### config.mk
export PLATFORM = sky130hd
export DESIGN_NAME = trigger_delay_top
export DESIGN_NICKNAME = d
export VERILOG_FILES = /design/src/source/trigger_delay_pkg.sv /design/src/source/trigger_edge_sync.sv /design/src/source/cmd_parser.sv /design/src/source/trigger_arm_gate.sv /design/src/source/delay_pulse_gen.sv /design/src/source/status_tx.sv /design/src/source/trigger_delay_top.sv
export SDC_FILE = /design/constraint.sdc
export NUM_CORES = 1
export LEC_CHECK = 0
export BUFFER_PORTS_ARGS = -buffer_cell sky130_fd_sc_hd__buf_2
export CAP_MARGIN = 20
export CORE_UTILIZATION = 57
export DETAILED_ROUTE_END_ITERATION = 16
export GPL_ROUTABILITY_DRIVEN = 0
export HOLD_SLACK_MARGIN = 0.08
export PLACE_DENSITY = 0.76
export SLEW_MARGIN = 0
export SYNTH_ARGS = -nofsm -noshare
export SYNTH_HDL_FRONTEND = slang
export SYNTH_SLANG_ARGS = --single-unit
### constraint.sdc
create_clock -name clk_sys_buf -period 4.75 [get_ports clk_sys_buf]
set_input_delay 1.425 -clock clk_sys_buf [delete_from_list [all_inputs] [get_ports clk_sys_buf]]
set_output_delay 1.425 -clock clk_sys_buf [all_outputs]
set_load 0.03 [all_outputs]
### src/source/trigger_delay_pkg.sv
package trigger_delay_pkg;

    // =========================================================================
    // Types
    // =========================================================================
    typedef logic [7:0]  byte_t;
    typedef logic [31:0] cycles_t;      // Delay, width or edge count in clock cycles
    typedef logic [15:0] trig_count_t;  // Accepted triggers, wraps around
    typedef logic [1:0]  edge_sel_t;

    localparam edge_sel_t EDGE_RISING  = 2'd0;
    localparam edge_sel_t EDGE_FALLING = 2'd1;
    localparam edge_sel_t EDGE_BOTH    = 2'd2;  // 3 also means both

    localparam logic TRIGGER_MODE_EXTERNAL = 1'b0;
    localparam logic TRIGGER_MODE_INTERNAL = 1'b1;
    localparam logic ARMED_MODE_SINGLE     = 1'b0;
    localparam logic ARMED_MODE_REPEAT     = 1'b1;
    localparam logic COUNTER_MODE_DISABLED = 1'b0;
    localparam logic COUNTER_MODE_ENABLED  = 1'b1;

    // =========================================================================
    // Command codes
    // =========================================================================
    localparam byte_t CMD_SET_DELAY        = 8'h01;  // 4 byte payload
    localparam byte_t CMD_SET_WIDTH        = 8'h02;  // 4 byte payload
    localparam byte_t CMD_SET_EDGE         = 8'h03;
    localparam byte_t CMD_SET_TRIGGER_MODE = 8'h04;
    localparam byte_t CMD_SET_COUNTER_MODE = 8'h05;
    localparam byte_t CMD_SET_EDGE_TARGET  = 8'h06;  // 4 byte payload
    localparam byte_t CMD_ARM              = 8'h07;
    localparam byte_t CMD_DISARM           = 8'h08;
    localparam byte_t CMD_SET_ARMED_MODE   = 8'h09;
    localparam byte_t CMD_SOFT_TRIGGER     = 8'h0A;
    localparam byte_t CMD_GET_STATUS       = 8'h0B;
    localparam byte_t CMD_RESET_EDGE_COUNT = 8'h0C;
    localparam byte_t CMD_RESET_COUNT      = 8'h0D;

    localparam int PAYLOAD_BYTES = 4;
    localparam int SYNC_STAGES   = 3;

    // Status reply: count[1:0], delay[5:2], width[9:6], flags[10]
    localparam int STATUS_BYTES = 11;
    localparam int STATUS_IDX_W = $clog2(STATUS_BYTES);
    localparam logic [STATUS_IDX_W-1:0] STATUS_LAST = STATUS_IDX_W'(STATUS_BYTES - 1);

    localparam int FLAG_ARMED        = 0;
    localparam int FLAG_TRIGGER_MODE = 1;
    localparam int FLAG_ARMED_MODE   = 2;
    localparam int FLAG_COUNTER_MODE = 3;
    localparam int FLAG_EDGE_LSB     = 4;  // Edge selection in bits 5:4

    localparam cycles_t DEFAULT_WIDTH       = 32'd1;
    localparam cycles_t DEFAULT_EDGE_TARGET = 32'd1;

    typedef enum logic [1:0] {PS_IDLE, PS_PAYLOAD, PS_APPLY} parser_state_t;

endpackage

### src/source/trigger_edge_sync.sv
module trigger_edge_sync
    import trigger_delay_pkg::*;
(
    input  logic      clk_sys_buf,
    input  logic      rst_sync,
    input  logic      trigger_in,
    input  edge_sel_t edge_sel,
    output logic      edge_pulse
);

    // Synchronizer stages, top bit holds the previous synchronized level
    logic [SYNC_STAGES:0] sync_q;
    logic                 lvl_new;
    logic                 lvl_old;
    logic                 edge_det;

    assign lvl_new = sync_q[SYNC_STAGES-1];
    assign lvl_old = sync_q[SYNC_STAGES];

    always_comb begin
        case (edge_sel)
            EDGE_RISING:  edge_det = lvl_new & ~lvl_old;
            EDGE_FALLING: edge_det = ~lvl_new & lvl_old;
            default:      edge_det = lvl_new ^ lvl_old;  // Both edges, codes 2 and 3
        endcase
    end

    always_ff @(posedge clk_sys_buf) begin
        if (rst_sync) begin
            sync_q     <= '0;
            edge_pulse <= 1'b0;
        end else begin
            sync_q     <= {sync_q[SYNC_STAGES-1:0], trigger_in};
            edge_pulse <= edge_det;
        end
    end

endmodule

### src/source/cmd_parser.sv
module cmd_parser
    import trigger_delay_pkg::*;
(
    input  logic      clk_sys_buf,
    input  logic      rst_sync,
    input  byte_t     rx_data,
    input  logic      rx_valid,
    output cycles_t   delay_cycles,
    output cycles_t   width_cycles,
    output edge_sel_t edge_sel,
    output cycles_t   edge_target,
    output logic      trigger_mode,
    output logic      counter_mode,
    output logic      armed_mode,
    output logic      soft_trigger,
    output logic      arm,
    output logic      disarm,
    output logic      edge_count_clear,
    output logic      count_clear,
    output logic      status_req
);

    parser_state_t                    state;
    byte_t                            cmd_q;
    logic [1:0]                       pay_cnt;     // Bytes left before the final one
    logic [(PAYLOAD_BYTES-1)*8-1:0]   payload_sr;  // Earlier payload bytes, LSB first
    cycles_t                          payload_word;

    // Final byte completes the little-endian word
    assign payload_word = {rx_data, payload_sr};

    always_ff @(posedge clk_sys_buf) begin
        if (state == PS_IDLE && rx_valid) begin
            cmd_q <= rx_data;
        end
        if (state == PS_PAYLOAD && rx_valid) begin
            payload_sr <= {rx_data, payload_sr[$bits(payload_sr)-1:8]};
        end
    end

    // =========================================================================
    // Command FSM and configuration registers
    // =========================================================================
    always_ff @(posedge clk_sys_buf) begin
        if (rst_sync) begin
            state            <= PS_IDLE;
            pay_cnt          <= '0;
            delay_cycles     <= '0;
            width_cycles     <= DEFAULT_WIDTH;
            edge_sel         <= EDGE_RISING;
            edge_target      <= DEFAULT_EDGE_TARGET;
            trigger_mode     <= TRIGGER_MODE_EXTERNAL;
            counter_mode     <= COUNTER_MODE_DISABLED;
            armed_mode       <= ARMED_MODE_SINGLE;
            soft_trigger     <= 1'b0;
            arm              <= 1'b0;
            disarm           <= 1'b0;
            edge_count_clear <= 1'b0;
            count_clear      <= 1'b0;
            status_req       <= 1'b0;
        end else begin
            soft_trigger     <= 1'b0;  // Action pulses last one cycle
            arm              <= 1'b0;
            disarm           <= 1'b0;
            edge_count_clear <= 1'b0;
            count_clear      <= 1'b0;
            status_req       <= 1'b0;

            case (state)
                PS_IDLE: begin
                    if (rx_valid) begin
                        case (rx_data)
                            CMD_SET_DELAY, CMD_SET_WIDTH, CMD_SET_EDGE_TARGET: begin
                                pay_cnt <= 2'(PAYLOAD_BYTES - 2);
                                state   <= PS_PAYLOAD;
                            end
                            CMD_SET_EDGE, CMD_SET_TRIGGER_MODE,
                            CMD_SET_COUNTER_MODE, CMD_SET_ARMED_MODE: state <= PS_APPLY;
                            CMD_ARM:              arm              <= 1'b1;
                            CMD_DISARM:           disarm           <= 1'b1;
                            CMD_SOFT_TRIGGER:     soft_trigger     <= 1'b1;
                            CMD_GET_STATUS:       status_req       <= 1'b1;
                            CMD_RESET_EDGE_COUNT: edge_count_clear <= 1'b1;
                            CMD_RESET_COUNT:      count_clear      <= 1'b1;
                            default: ;  // Unknown codes dropped
                        endcase
                    end
                end

                PS_PAYLOAD: begin
                    if (rx_valid) begin
                        if (pay_cnt == '0) begin
                            state <= PS_APPLY;  // Next byte is the last
                        end else begin
                            pay_cnt <= pay_cnt - 1'b1;
                        end
                    end
                end

                // Last payload byte lands here and updates its register
                PS_APPLY: begin
                    if (rx_valid) begin
                        case (cmd_q)
                            CMD_SET_DELAY:        delay_cycles <= payload_word;
                            CMD_SET_WIDTH:        width_cycles <= payload_word;
                            CMD_SET_EDGE_TARGET:  edge_target  <= payload_word;
                            CMD_SET_EDGE:         edge_sel     <= rx_data[1:0];
                            CMD_SET_TRIGGER_MODE: trigger_mode <= rx_data[0];
                            CMD_SET_COUNTER_MODE: counter_mode <= rx_data[0];
                            CMD_SET_ARMED_MODE:   armed_mode   <= rx_data[0];
                            default: ;
                        endcase
                        state <= PS_IDLE;
                    end
                end

                default: state <= PS_IDLE;
            endcase
        end
    end

    a_one_action: assert property (@(posedge clk_sys_buf) disable iff (rst_sync)
        $onehot0({soft_trigger, arm, disarm, edge_count_clear, count_clear, status_req}));

endmodule

### src/source/trigger_arm_gate.sv
module trigger_arm_gate
    import trigger_delay_pkg::*;
(
    input  logic        clk_sys_buf,
    input  logic        rst_sync,
    input  logic        edge_pulse,
    input  logic        soft_trigger,
    input  logic        trigger_mode,
    input  logic        counter_mode,
    input  cycles_t     edge_target,
    input  logic        armed_mode,
    input  logic        arm,
    input  logic        disarm,
    input  logic        edge_count_clear,
    input  logic        count_clear,
    output logic        fire,
    output logic        armed,
    output trig_count_t trigger_count
);

    cycles_t edge_cnt;
    logic    count_hit;
    logic    nth_edge;
    logic    trig_sel;
    logic    trig_accept;

    // Pin edges only count while armed, so setup time adds nothing
    assign count_hit = edge_pulse && armed && (counter_mode == COUNTER_MODE_ENABLED);
    assign nth_edge  = count_hit && ((edge_cnt + 1'b1) >= edge_target);  // Target 0 or 1 passes all

    always_ff @(posedge clk_sys_buf) begin
        if (rst_sync) begin
            edge_cnt <= '0;
        end else if (edge_count_clear) begin
            edge_cnt <= '0;
        end else if (count_hit) begin
            edge_cnt <= nth_edge ? '0 : edge_cnt + 1'b1;
        end
    end

    // =========================================================================
    // Source select and arm gate
    // =========================================================================
    always_comb begin
        if (trigger_mode == TRIGGER_MODE_INTERNAL) begin
            trig_sel = soft_trigger;
        end else if (counter_mode == COUNTER_MODE_ENABLED) begin
            trig_sel = nth_edge;
        end else begin
            trig_sel = edge_pulse;
        end
    end

    assign trig_accept = trig_sel && armed;

    always_ff @(posedge clk_sys_buf) begin
        if (rst_sync) begin
            fire          <= 1'b0;
            armed         <= 1'b0;
            trigger_count <= '0;
        end else begin
            fire <= trig_accept;

            if (count_clear) begin
                trigger_count <= '0;
            end else if (trig_accept) begin
                trigger_count <= trigger_count + 1'b1;
            end

            if (disarm) begin  // Disarm wins
                armed <= 1'b0;
            end else if (arm) begin
                armed <= 1'b1;
            end else if (trig_accept && armed_mode == ARMED_MODE_SINGLE) begin
                armed <= 1'b0;  // Single shot
            end
        end
    end

    a_fire_armed: assert property (@(posedge clk_sys_buf) disable iff (rst_sync)
        fire |-> $past(armed));

endmodule

### src/source/delay_pulse_gen.sv
module delay_pulse_gen
    import trigger_delay_pkg::*;
(
    input  logic    clk_sys_buf,
    input  logic    rst_sync,
    input  logic    fire,
    input  cycles_t delay_cycles,
    input  cycles_t width_cycles,
    output logic    trigger_out
);

    typedef enum logic [1:0] {PH_IDLE, PH_DELAY, PH_HIGH} phase_t;

    phase_t  phase;
    cycles_t cnt;
    cycles_t width_q;     // Width captured with the trigger
    cycles_t high_len;
    logic    start_high;

    // Pulse starts on a zero-delay fire or when the delay runs out
    assign start_high = (phase == PH_IDLE && fire && delay_cycles == '0) ||
                        (phase == PH_DELAY && cnt == '0);
    assign high_len   = (phase == PH_IDLE) ? width_cycles : width_q;

    always_ff @(posedge clk_sys_buf) begin
        if (phase == PH_IDLE && fire) begin
            width_q <= width_cycles;
        end
    end

    always_ff @(posedge clk_sys_buf) begin
        if (rst_sync) begin
            phase       <= PH_IDLE;
            cnt         <= '0;
            trigger_out <= 1'b0;
        end else if (start_high) begin
            if (high_len == '0) begin
                phase <= PH_IDLE;  // Zero width, no pulse
            end else begin
                phase       <= PH_HIGH;
                trigger_out <= 1'b1;
                cnt         <= high_len - 1'b1;
            end
        end else begin
            case (phase)
                PH_IDLE: begin
                    if (fire) begin
                        phase <= PH_DELAY;
                        cnt   <= delay_cycles - 1'b1;
                    end
                end
                PH_DELAY: cnt <= cnt - 1'b1;
                PH_HIGH: begin
                    if (cnt == '0) begin
                        phase       <= PH_IDLE;
                        trigger_out <= 1'b0;
                    end else begin
                        cnt <= cnt - 1'b1;
                    end
                end
                default: phase <= PH_IDLE;
            endcase
        end
    end

    a_idle_low: assert property (@(posedge clk_sys_buf) disable iff (rst_sync)
        (phase == PH_IDLE) |-> !trigger_out);

endmodule

### src/source/status_tx.sv
module status_tx
    import trigger_delay_pkg::*;
(
    input  logic        clk_sys_buf,
    input  logic        rst_sync,
    input  logic        status_req,
    input  trig_count_t trigger_count,
    input  cycles_t     delay_cycles,
    input  cycles_t     width_cycles,
    input  logic        armed,
    input  logic        trigger_mode,
    input  logic        armed_mode,
    input  logic        counter_mode,
    input  edge_sel_t   edge_sel,
    input  logic        tx_ready,
    output byte_t       tx_data,
    output logic        tx_valid
);

    logic [STATUS_BYTES*8-1:0] snap;  // Byte 0 in the low bits
    logic [STATUS_IDX_W-1:0]   byte_idx;
    byte_t                     flags;

    always_comb begin
        flags                       = '0;
        flags[FLAG_ARMED]           = armed;
        flags[FLAG_TRIGGER_MODE]    = trigger_mode;
        flags[FLAG_ARMED_MODE]      = armed_mode;
        flags[FLAG_COUNTER_MODE]    = counter_mode;
        flags[FLAG_EDGE_LSB +: 2]   = edge_sel;
    end

    // Snapshot only when no reply is running
    always_ff @(posedge clk_sys_buf) begin
        if (status_req && !tx_valid) begin
            snap <= {flags, width_cycles, delay_cycles, trigger_count};
        end
    end

    always_ff @(posedge clk_sys_buf) begin
        if (rst_sync) begin
            tx_valid <= 1'b0;
            byte_idx <= '0;
        end else if (!tx_valid) begin
            if (status_req) begin
                tx_valid <= 1'b1;
                byte_idx <= '0;
            end
        end else if (tx_ready) begin
            if (byte_idx == STATUS_LAST) begin
                tx_valid <= 1'b0;  // Reply done
            end else begin
                byte_idx <= byte_idx + 1'b1;
            end
        end
    end

    assign tx_data = snap[byte_idx*8 +: 8];

    a_tx_hold: assert property (@(posedge clk_sys_buf) disable iff (rst_sync)
        (tx_valid && !tx_ready) |=> (tx_valid && $stable(tx_data)));

endmodule

### src/source/trigger_delay_top.sv
module trigger_delay_top
    import trigger_delay_pkg::*;
(
    input  logic  clk_sys_buf,
    input  logic  rst_sync,
    input  logic  trigger_in,
    input  byte_t rx_data,
    input  logic  rx_valid,
    input  logic  tx_ready,
    output logic  trigger_out,
    output byte_t tx_data,
    output logic  tx_valid
);

    // Configuration levels from the parser
    cycles_t     delay_cycles;
    cycles_t     width_cycles;
    cycles_t     edge_target;
    edge_sel_t   edge_sel;
    logic        trigger_mode;
    logic        counter_mode;
    logic        armed_mode;

    // One-cycle command pulses
    logic        soft_trigger;
    logic        arm;
    logic        disarm;
    logic        edge_count_clear;
    logic        count_clear;
    logic        status_req;

    logic        edge_pulse;
    logic        fire;
    logic        armed;
    trig_count_t trigger_count;

    trigger_edge_sync u_edge_sync (
        .clk_sys_buf (clk_sys_buf),
        .rst_sync    (rst_sync),
        .trigger_in  (trigger_in),
        .edge_sel    (edge_sel),
        .edge_pulse  (edge_pulse)
    );

    cmd_parser u_cmd_parser (
        .clk_sys_buf      (clk_sys_buf),
        .rst_sync         (rst_sync),
        .rx_data          (rx_data),
        .rx_valid         (rx_valid),
        .delay_cycles     (delay_cycles),
        .width_cycles     (width_cycles),
        .edge_sel         (edge_sel),
        .edge_target      (edge_target),
        .trigger_mode     (trigger_mode),
        .counter_mode     (counter_mode),
        .armed_mode       (armed_mode),
        .soft_trigger     (soft_trigger),
        .arm              (arm),
        .disarm           (disarm),
        .edge_count_clear (edge_count_clear),
        .count_clear      (count_clear),
        .status_req       (status_req)
    );

    trigger_arm_gate u_arm_gate (
        .clk_sys_buf      (clk_sys_buf),
        .rst_sync         (rst_sync),
        .edge_pulse       (edge_pulse),
        .soft_trigger     (soft_trigger),
        .trigger_mode     (trigger_mode),
        .counter_mode     (counter_mode),
        .edge_target      (edge_target),
        .armed_mode       (armed_mode),
        .arm              (arm),
        .disarm           (disarm),
        .edge_count_clear (edge_count_clear),
        .count_clear      (count_clear),
        .fire             (fire),
        .armed            (armed),
        .trigger_count    (trigger_count)
    );

    delay_pulse_gen u_pulse_gen (
        .clk_sys_buf  (clk_sys_buf),
        .rst_sync     (rst_sync),
        .fire         (fire),
        .delay_cycles (delay_cycles),
        .width_cycles (width_cycles),
        .trigger_out  (trigger_out)
    );

    status_tx u_status_tx (
        .clk_sys_buf   (clk_sys_buf),
        .rst_sync      (rst_sync),
        .status_req    (status_req),
        .trigger_count (trigger_count),
        .delay_cycles  (delay_cycles),
        .width_cycles  (width_cycles),
        .armed         (armed),
        .trigger_mode  (trigger_mode),
        .armed_mode    (armed_mode),
        .counter_mode  (counter_mode),
        .edge_sel      (edge_sel),
        .tx_ready      (tx_ready),
        .tx_data       (tx_data),
        .tx_valid      (tx_valid)
    );

endmodule

==> results of run 1 <==
## registers in the layout, summed over array words and instances (netlist names), 2 cells and up
name,cells
u_cmd_parser.delay_cycles,32
u_cmd_parser.state,2
u_pulse_gen.phase,2
u_cmd_parser.width_cycles,32
u_pulse_gen.cnt,32
u_cmd_parser.edge_sel,2
u_cmd_parser.pay_cnt,2
u_cmd_parser.edge_target,32
u_cmd_parser.cmd_q,8
u_edge_sync.sync_q,4
u_arm_gate.edge_cnt,32
u_arm_gate.trigger_count,16
u_status_tx.byte_idx,4
u_pulse_gen.width_q,32
u_cmd_parser.payload_sr,24
u_status_tx.snap,86
## layer usage
layer / vias to the layer above / routed length [um] / global-route usage, %
met5: - / 0 / 0
li1: 6465 / - / -
met1: 6588 / 19500 / 41.7
met4: 0 / 2220 / 14.0
met3: 133 / 3710 / 4.52
met2: 664 / 20800 / 46.1
## cell usage in the layout (no fill, tap or decap), drive strengths merged, types with 20 or more instances in the layout
master,n
ha,43
buf,76
clkbuf,49
nor4,27
nor2,121
edfxtp,150
xnor2,38
nand4,29
nor3,49
nand2,307
o21ai,40
mux2,20
a211oi,34
xor2,28
nand3,67
inv,55
dfxtp,206
mux2i,75
a21oi,167
## worst max-delay path: cells and delay by family, from the launching register on
family | cells | cell delay, ns
AND/OR/NAND/NOR | 6 | 1.77
XOR/XNOR | 1 | 0.11
flip-flops | 1 | 0.33
AO/OA/AOI/OAI | 3 | 0.74
multiplexers | 1 | 0.32
adder cells (fa/ha/maj) | 2 | 0.64
buffers and inverters | 3 | 0.41
## power by group
group	total (uW)	switching [uW]	internal, uW
Combinational	69.7	54.9	14.9
Sequential	3170	4.60	3170
Clock	3030	1230	1800
Total	6270	1290	4980
## through the flow
| step | TNS (ns) | power, uW | hold WS (ns) | setup WS, ns |
|---|---|---|---|---|
| 2_1_floorplan | -0.0768 | 3280 | 0.375 | -0.0768 |
| 3_5_place_dp | 0 | 3310 | 0.384 | 0.313 |
| 4_1_cts | 0 | 6290 | 0.394 | 0.303 |
| 6_report | 0 | 6270 | 0.393 | 0.361 |
| 5_1_grt | 0 | 6400 | 0.401 | 0.0254 |
| 3_3_place_gp | 0 | 3310 | 0.385 | 0.513 |
## final timing paths
kind	from	end	slack (ns)	cells after the start
hold reg to reg	u_cmd_parser.disarm$_SDFF_PP0_	u_arm_gate.armed$_SDFFE_PP0P_	0.39	1
setup / recovery	u_pulse_gen.phase[1]$_SDFFE_PP0P_	u_pulse_gen.cnt[26]$_SDFFE_PP0P_	0.36	16
hold / removal	u_cmd_parser.disarm$_SDFF_PP0_	u_arm_gate.armed$_SDFFE_PP0P_	0.39	1
setup reg to reg	u_pulse_gen.phase[1]$_SDFFE_PP0P_	u_pulse_gen.cnt[26]$_SDFFE_PP0P_	0.36	16
## cell families after synthesis
kind of cell | synth area share (%)
simple gates | 19.8
flops | 50.3
compound gates | 11.8
buf+inv | 3.80
mux | 7.82
xor+xnor | 3.37
fa+ha+maj | 3.14
## what timing repair did
action,in CTS,in global routing
resized for setup,0,3
endpoints found under the hold margin,0,0
setup endpoints to repair,0,16
## cell type report
| class | instances | share of cell area [%] |
|---|---|---|
| Multi-Input combinational cell | 1274 | 41.6 |
| Inverter | 55 | 1.08 |
| Tap cell | 390 | 2.56 |
| Clock buffer | 49 | 5.37 |
| Clock inverter | 19 | 1.24 |
| Sequential cell | 356 | 45.3 |
| Timing Repair Buffer | 76 | 2.86 |
==> metrics list, run 1 <==
* Outcome: finished, final reports clean
* Instance area after placement: 0.0177 mm^2
- Yosys instantiated no cell more often than sky130_fd_sc_hd__nand2_1.
- The floorplan step set the die width to 175 um.
- Ranked by total cell area, the synthesized netlist is headed by sky130_fd_sc_hd__edfxtp_1 26%, sky130_fd_sc_hd__dfxtp_1 24%, sky130_fd_sc_hd__nand2_1 6.7%.
* Number of instances in the synthesized netlist: 1796
* Average detailed-routed wire length per instance: 20.9 um
- Vias post-DR: 13900
- Among all flip-flop cells after synthesis, the most frequent one is sky130_fd_sc_hd__dfxtp_1.
- Unrepaired setup endpoints after global routing: no
- First-pass GRT wire length: 72000 um
- Max-cap violations in this run came to 0.
- FILL cells: 2359
* Number of H-tree levels: 2
- The sequential cells in the finished layout cover a total of 0.00863 mm^2.
- In this run the tightest slew margin relative to its limit is 32.9%.
* Post-route standard cell area excluding fillers: 0.0190 mm^2
- Drt via density: 6.24
- The first TritonRoute pass finished after 6 iterations.
- Vias in the first global route: 12900
- Ys async rst share: 0%
* Routed wire length: 46300 um
* Multi-input combinational cell area: 0.00792 mm^2
- After the first detailed-routing iteration, the DRC count stood at 1651.
- Final Hold Fails: 0
- Power per standard cell area: 329 mW/mm^2
- Layout area overhead: 11.1%
- The worst-case IR drop observed on VDD is 251 uV.
- Global routing used 30.0% of the available tracks.
* Capturing element type of the critical path: flip-flop
- Once detailed placement completed, the half-perimeter wirelength came to 32000 um.
* Final nets: 1857
- Non-filler instance count after layout: 2219
* Most numerous cell on the critical path: sky130_fd_sc_hd__inv_1
- In this run the tool buffered the top-level ports with 22 buffer cells.
* Slew of the pin with the lowest slew margin: 1.01 ns
- In this run the mean area of a mapped cell was 9.55 um^2.
* Required time reported for the critical path endpoint: 5.20 ns
* Final routed DRC violation total: 0
- In this run, post-CTS hold repair placed 0 buffers.
- Clock tree from TritonCTS: yes
* Cell Rows: 63
* Core Area: 0.0296 mm^2
* Count of endpoints failing setup in the final report: 0
* Cell type with the highest aggregate area in the netlist: sky130_fd_sc_hd__edfxtp_1
- Maximum number of pins on one net before global-route repair: 104
* Kind of path behind the tightest hold check: reg2reg
- Walking the worst path, the cells encountered are inv_1 > ha_2 > nor4bb_1 > nand4_1 > or4_1 > and2_1 > o21ai_0 > ha_1 > inv_1 > a2111oi_1 > buf_4 > nand2_1 > mux2_4 > nor4_4 > xnor2_1 > a211oi_2.
- Share of cells above drive strength 1: 10.7%
- After synthesis the netlist holds a flip-flop and latch count of 356.
- For this configuration, the core starts out at a cell density of 57.9%.
- Routed Antenna Nets: 0
- The clock reaches the later pin of the worst-skew pair after 0.53 ns.
- The number of setup buffers added after CTS is 0.
- Root Driver: sky130_fd_sc_hd__clkbuf_16
- In this run, synthesis inferred 150 flip-flops with an integrated enable.
- Die extent in y: 175 um
* Worst-case clock skew: 0.0162 ns
- Measured on the finished design, the core utilization comes to 64.3%.
- Once placement completed, the tool counted placed cells totaling 2149.
- The repair_antennas step left the layout with diodes totalling 0.
- The number of max-slew violations in the final report is 0.
* Max incr delay on CP: 0.56 ns
* Maximum buffer depth of the clock tree: 3
- Along the worst path, the maximum fanout reaches 10.
- Yosys printed 0 warnings.
- Post-synthesis net count: 1852
- Clock-pin slew was measured on the worst setup and hold paths at 0.06 ns.
- Leakage power of the design: 0.00698 uW
- The number of antenna violations at the first check in global routing is 0.
- Clock sinks: 356
- Buffers inserted during clock tree synthesis total 38.
- The netlist uses 66 different library cells.
- The share of synthesized area in the top cell type comes to 26.3%.
- Ranking of synthesized cells by instance count: 307 x sky130_fd_sc_hd__nand2_1, 206 x sky130_fd_sc_hd__dfxtp_1, 167 x sky130_fd_sc_hd__a21oi_1
- Sequential-to-total area share from yosys stat: 50.3%
- Min Clock Period, post-route: 4.39 ns
- The slowest stage of the critical path belongs to the cell sky130_fd_sc_hd__or4_1.
- The setup path with the least slack is of type reg2reg.
* Top-level I/O count: 23
* Final clock period utilization by the worst path: 92.4%
* Total overflow reported by the global router: 0
- Critical Path Start Type: flip-flop
- The die covers 0.0308 mm^2.
* Achievable frequency: 228 MHz
- Data arrives at the worst endpoint at 4.84 ns.
* Cell Area, Synth: 0.0171 mm^2
Note: power is estimated with default switching activity, not from simulation.
==> run 2, diff against run 1 <==
Settings changed: CORE_MARGIN from default to 2.
==> run 2 against run 1 <==
Effect of this change:
- via count rose by 0.17%
- utilization rose by 0.31 points
- design area rose by 0.48%
- sequential share of layout area fell by 0.22 points
- fmax fell by 2.6%
- combinational power fell by 3.7%
- largest power group unchanged
==> metrics list, run 2 (same netlist as run 1, synthesis figures left out) <==
- The flow ran to the end, and the final reports show no timing, DRC or antenna violations.
* Most common cell after layout, fill and taps aside: sky130_fd_sc_hd__nand2_1
* Detailed Place HPWL: 31900 um
* Number of buffers created by CTS: 38
* Die extent in y: 177 um
- Using the TritonRoute via totals, the vias-per-cell ratio works out to 6.24.
* Combinational cell fraction of total power: 1.1%
- Summed over all layers, the global routing overflow is 0.
* Final clock period utilization by the worst path: 94.9%
* MaxCap Viol Count: 0
- Clock sinks: 356
- The register with the most flip-flops in the layout has 86 of them.
- Slew of the pin with the lowest slew margin: 1.08 ns
- After detailed placement, the total cell area comes to 0.0178 mm^2.
* Number of H-tree levels: 2
- The final count of hold timing violations came to 0.
- For this run, the total global-route usage over all layers was measured as 28.9%.
- STA puts the critical path data arrival time at 4.87 ns.
- Share of total power in the clock network: 48.3%
- Routed wire length: 45800 um
* First-pass GRT wire length: 71400 um
- Maximum number of pins on one net before global-route repair: 91
- By startpoint and endpoint, the worst setup path is classified as reg2reg.
* Vias post-DR: 13900
- Required time reported for the critical path endpoint: 5.12 ns
- P_int: 4970 uW
- In this run the power density over the cells is 328 mW/mm^2.
- Critical Path Start Type: flip-flop
- Layout area overhead: 11.6%
- Number of antenna violations at the first check in global routing: 1
- Peak fanout along the critical path: 10
- Top register by number of flip-flops: u_status_tx.snap
* Net switching power figure: 1310 uW
* Clock tree from TritonCTS: yes
- Final worst hold slack: 0.427 ns
* Final nets: 1859
- The floorplan step set the die width to 177 um.
- The worst setup path is captured at a flip-flop.
* Non-filler instance count after layout: 2223
* Achievable frequency: 222 MHz
- Unrepaired setup endpoints after global routing: no
- Count of endpoints failing setup in the final report: 0
* Number of buffers inserted by port buffering: 22
- For this run, the detailed router's first-pass iteration total came to 6.
- The floorplan step defined a die boundary enclosing 0.0315 mm^2.
- In the final layout, the share of cells above drive strength 1 is 11.0%.
- Row generation in the floorplan step produced 63 rows.
- The number of global-route vias before repair was 12800.
- Once the floorplan was initialized, standard cells occupied 57.9% of the core.
* Post-route standard cell area excluding fillers: 0.0191 mm^2
* Min Clock Period, post-route: 4.51 ns
* Top-level I/O count: 23
* Maximum VDD drop: 310 uV
* Switching part of the total power: 20.8%
* Worst-case clock skew: 0.0237 ns
- Fin worst setup slack: 0.244 ns
* Maximum buffer depth of the clock tree: 3
* Core Area: 0.0296 mm^2
- Routed Antenna Nets: 0
- Root Driver: sky130_fd_sc_hd__clkbuf_16
* Part of the power in registers: 50.6%
* Leakage power of the design: 0.00700 uW
* First-iteration detailed-routing DRC count: 1607
* Source-to-sink clock delay at the later pin of the worst-skew pair: 0.54 ns
* Antenna diode count: 0
- After clock tree synthesis, the clock-pin slew on the worst setup and hold paths is 0.06 ns.
- The number of max-slew violations in the final report is 0.
* Commonest cells after routing, fill and taps aside: 307 x sky130_fd_sc_hd__nand2_1, 206 x sky130_fd_sc_hd__dfxtp_1, 166 x sky130_fd_sc_hd__a21oi_1
- Worst-case headroom to the max-slew limit: 27.8%
- Kind of path behind the tightest hold check: reg2reg
- Average detailed-routed wire length per instance: 20.6 um
- After detailed placement, the design holds a cell count of 2150.
- For the final routed database, the setup TNS stands at 0 ns.
- Post-Place Worst Slack: 0.341 ns
* FILL cells: 2327
- Final routed DRC violation total: 0
-- run 2: power groups by stage --
stage	combinational, uW	clock, uW	sequential (uW)
floorplan	40.8	0	3240
global placement	65.1	0	3240
detailed placement	66.2	0	3240
CTS	66.6	3060	3180
global route	71.7	3180	3170
finish	67.1	3030	3180
-- run 2: repair_timing --
item	in CTS	in global routing
gates resized for setup	0	3
setup endpoints to repair	0	17
hold buffers	0	0
buffers inserted	0	1
-- run 2: per-stage QoR --
step / utilization [%] / total power, uW
final: 64.6 / 6270
after global routing: 64.6 / 6430
after CTS: 64.3 / 6300
after detailed placement: 60.0 / 3310
after global placement: 59.9 / 3310
after floorplan: - / 3280
-- run 2: metal layers --
| layer | up-vias | wire length [um] | global-route usage (%) |
|---|---|---|---|
| met4 | 2 | 2040 | 11.6 |
| met5 | - | 13 | 0 |
| met1 | 6586 | 18600 | 38.8 |
| met2 | 687 | 21200 | 46.5 |
| met3 | 151 | 3940 | 5.18 |
| li1 | 6447 | - | - |
-- run 2: worst max-delay path, cell delays in order, from the launching register on --
cell and delay [ns]:
sky130_fd_sc_hd__dfxtp_1 0.32, sky130_fd_sc_hd__nor4_1 0.59, sky130_fd_sc_hd__buf_4 0.23, sky130_fd_sc_hd__nand2b_1 0.07, sky130_fd_sc_hd__or4_1 0.64, sky130_fd_sc_hd__and2_1 0.27
sky130_fd_sc_hd__o21ai_0 0.28, sky130_fd_sc_hd__ha_2 0.38, sky130_fd_sc_hd__inv_1 0.09, sky130_fd_sc_hd__a2111oi_1 0.30, sky130_fd_sc_hd__buf_4 0.22, sky130_fd_sc_hd__nand2_1 0.07
sky130_fd_sc_hd__mux2_4 0.33, sky130_fd_sc_hd__nor4_4 0.29, sky130_fd_sc_hd__xnor2_1 0.17, sky130_fd_sc_hd__a211oi_2 0.09
-- run 2: final timing paths --
kind / start / to / slack (ns) / depth (start not counted)
max: u_cmd_parser.delay_cycles[17]$_SDFFE_PP0P_ / u_pulse_gen.cnt[26]$_SDFFE_PP0P_ / 0.24 / 15
min: u_cmd_parser.disarm$_SDFF_PP0_ / u_arm_gate.armed$_SDFFE_PP0P_ / 0.43 / 1
min reg2reg: u_cmd_parser.disarm$_SDFF_PP0_ / u_arm_gate.armed$_SDFFE_PP0P_ / 0.43 / 1
max reg2reg: u_cmd_parser.delay_cycles[17]$_SDFFE_PP0P_ / u_pulse_gen.cnt[26]$_SDFFE_PP0P_ / 0.24 / 15
-- run 2: cell type report --
cell class / count / area [um^2] / share of cell area (%)
Clock buffer: 50 / 1080 / 5.63
Clock inverter: 20 / 215 / 1.12
Inverter: 55 / 206 / 1.08
Multi-Input combinational cell: 1274 / 7920 / 41.4
Sequential cell: 356 / 8630 / 45.1
Tap cell: 390 / 488 / 2.55
Timing Repair Buffer: 78 / 606 / 3.16
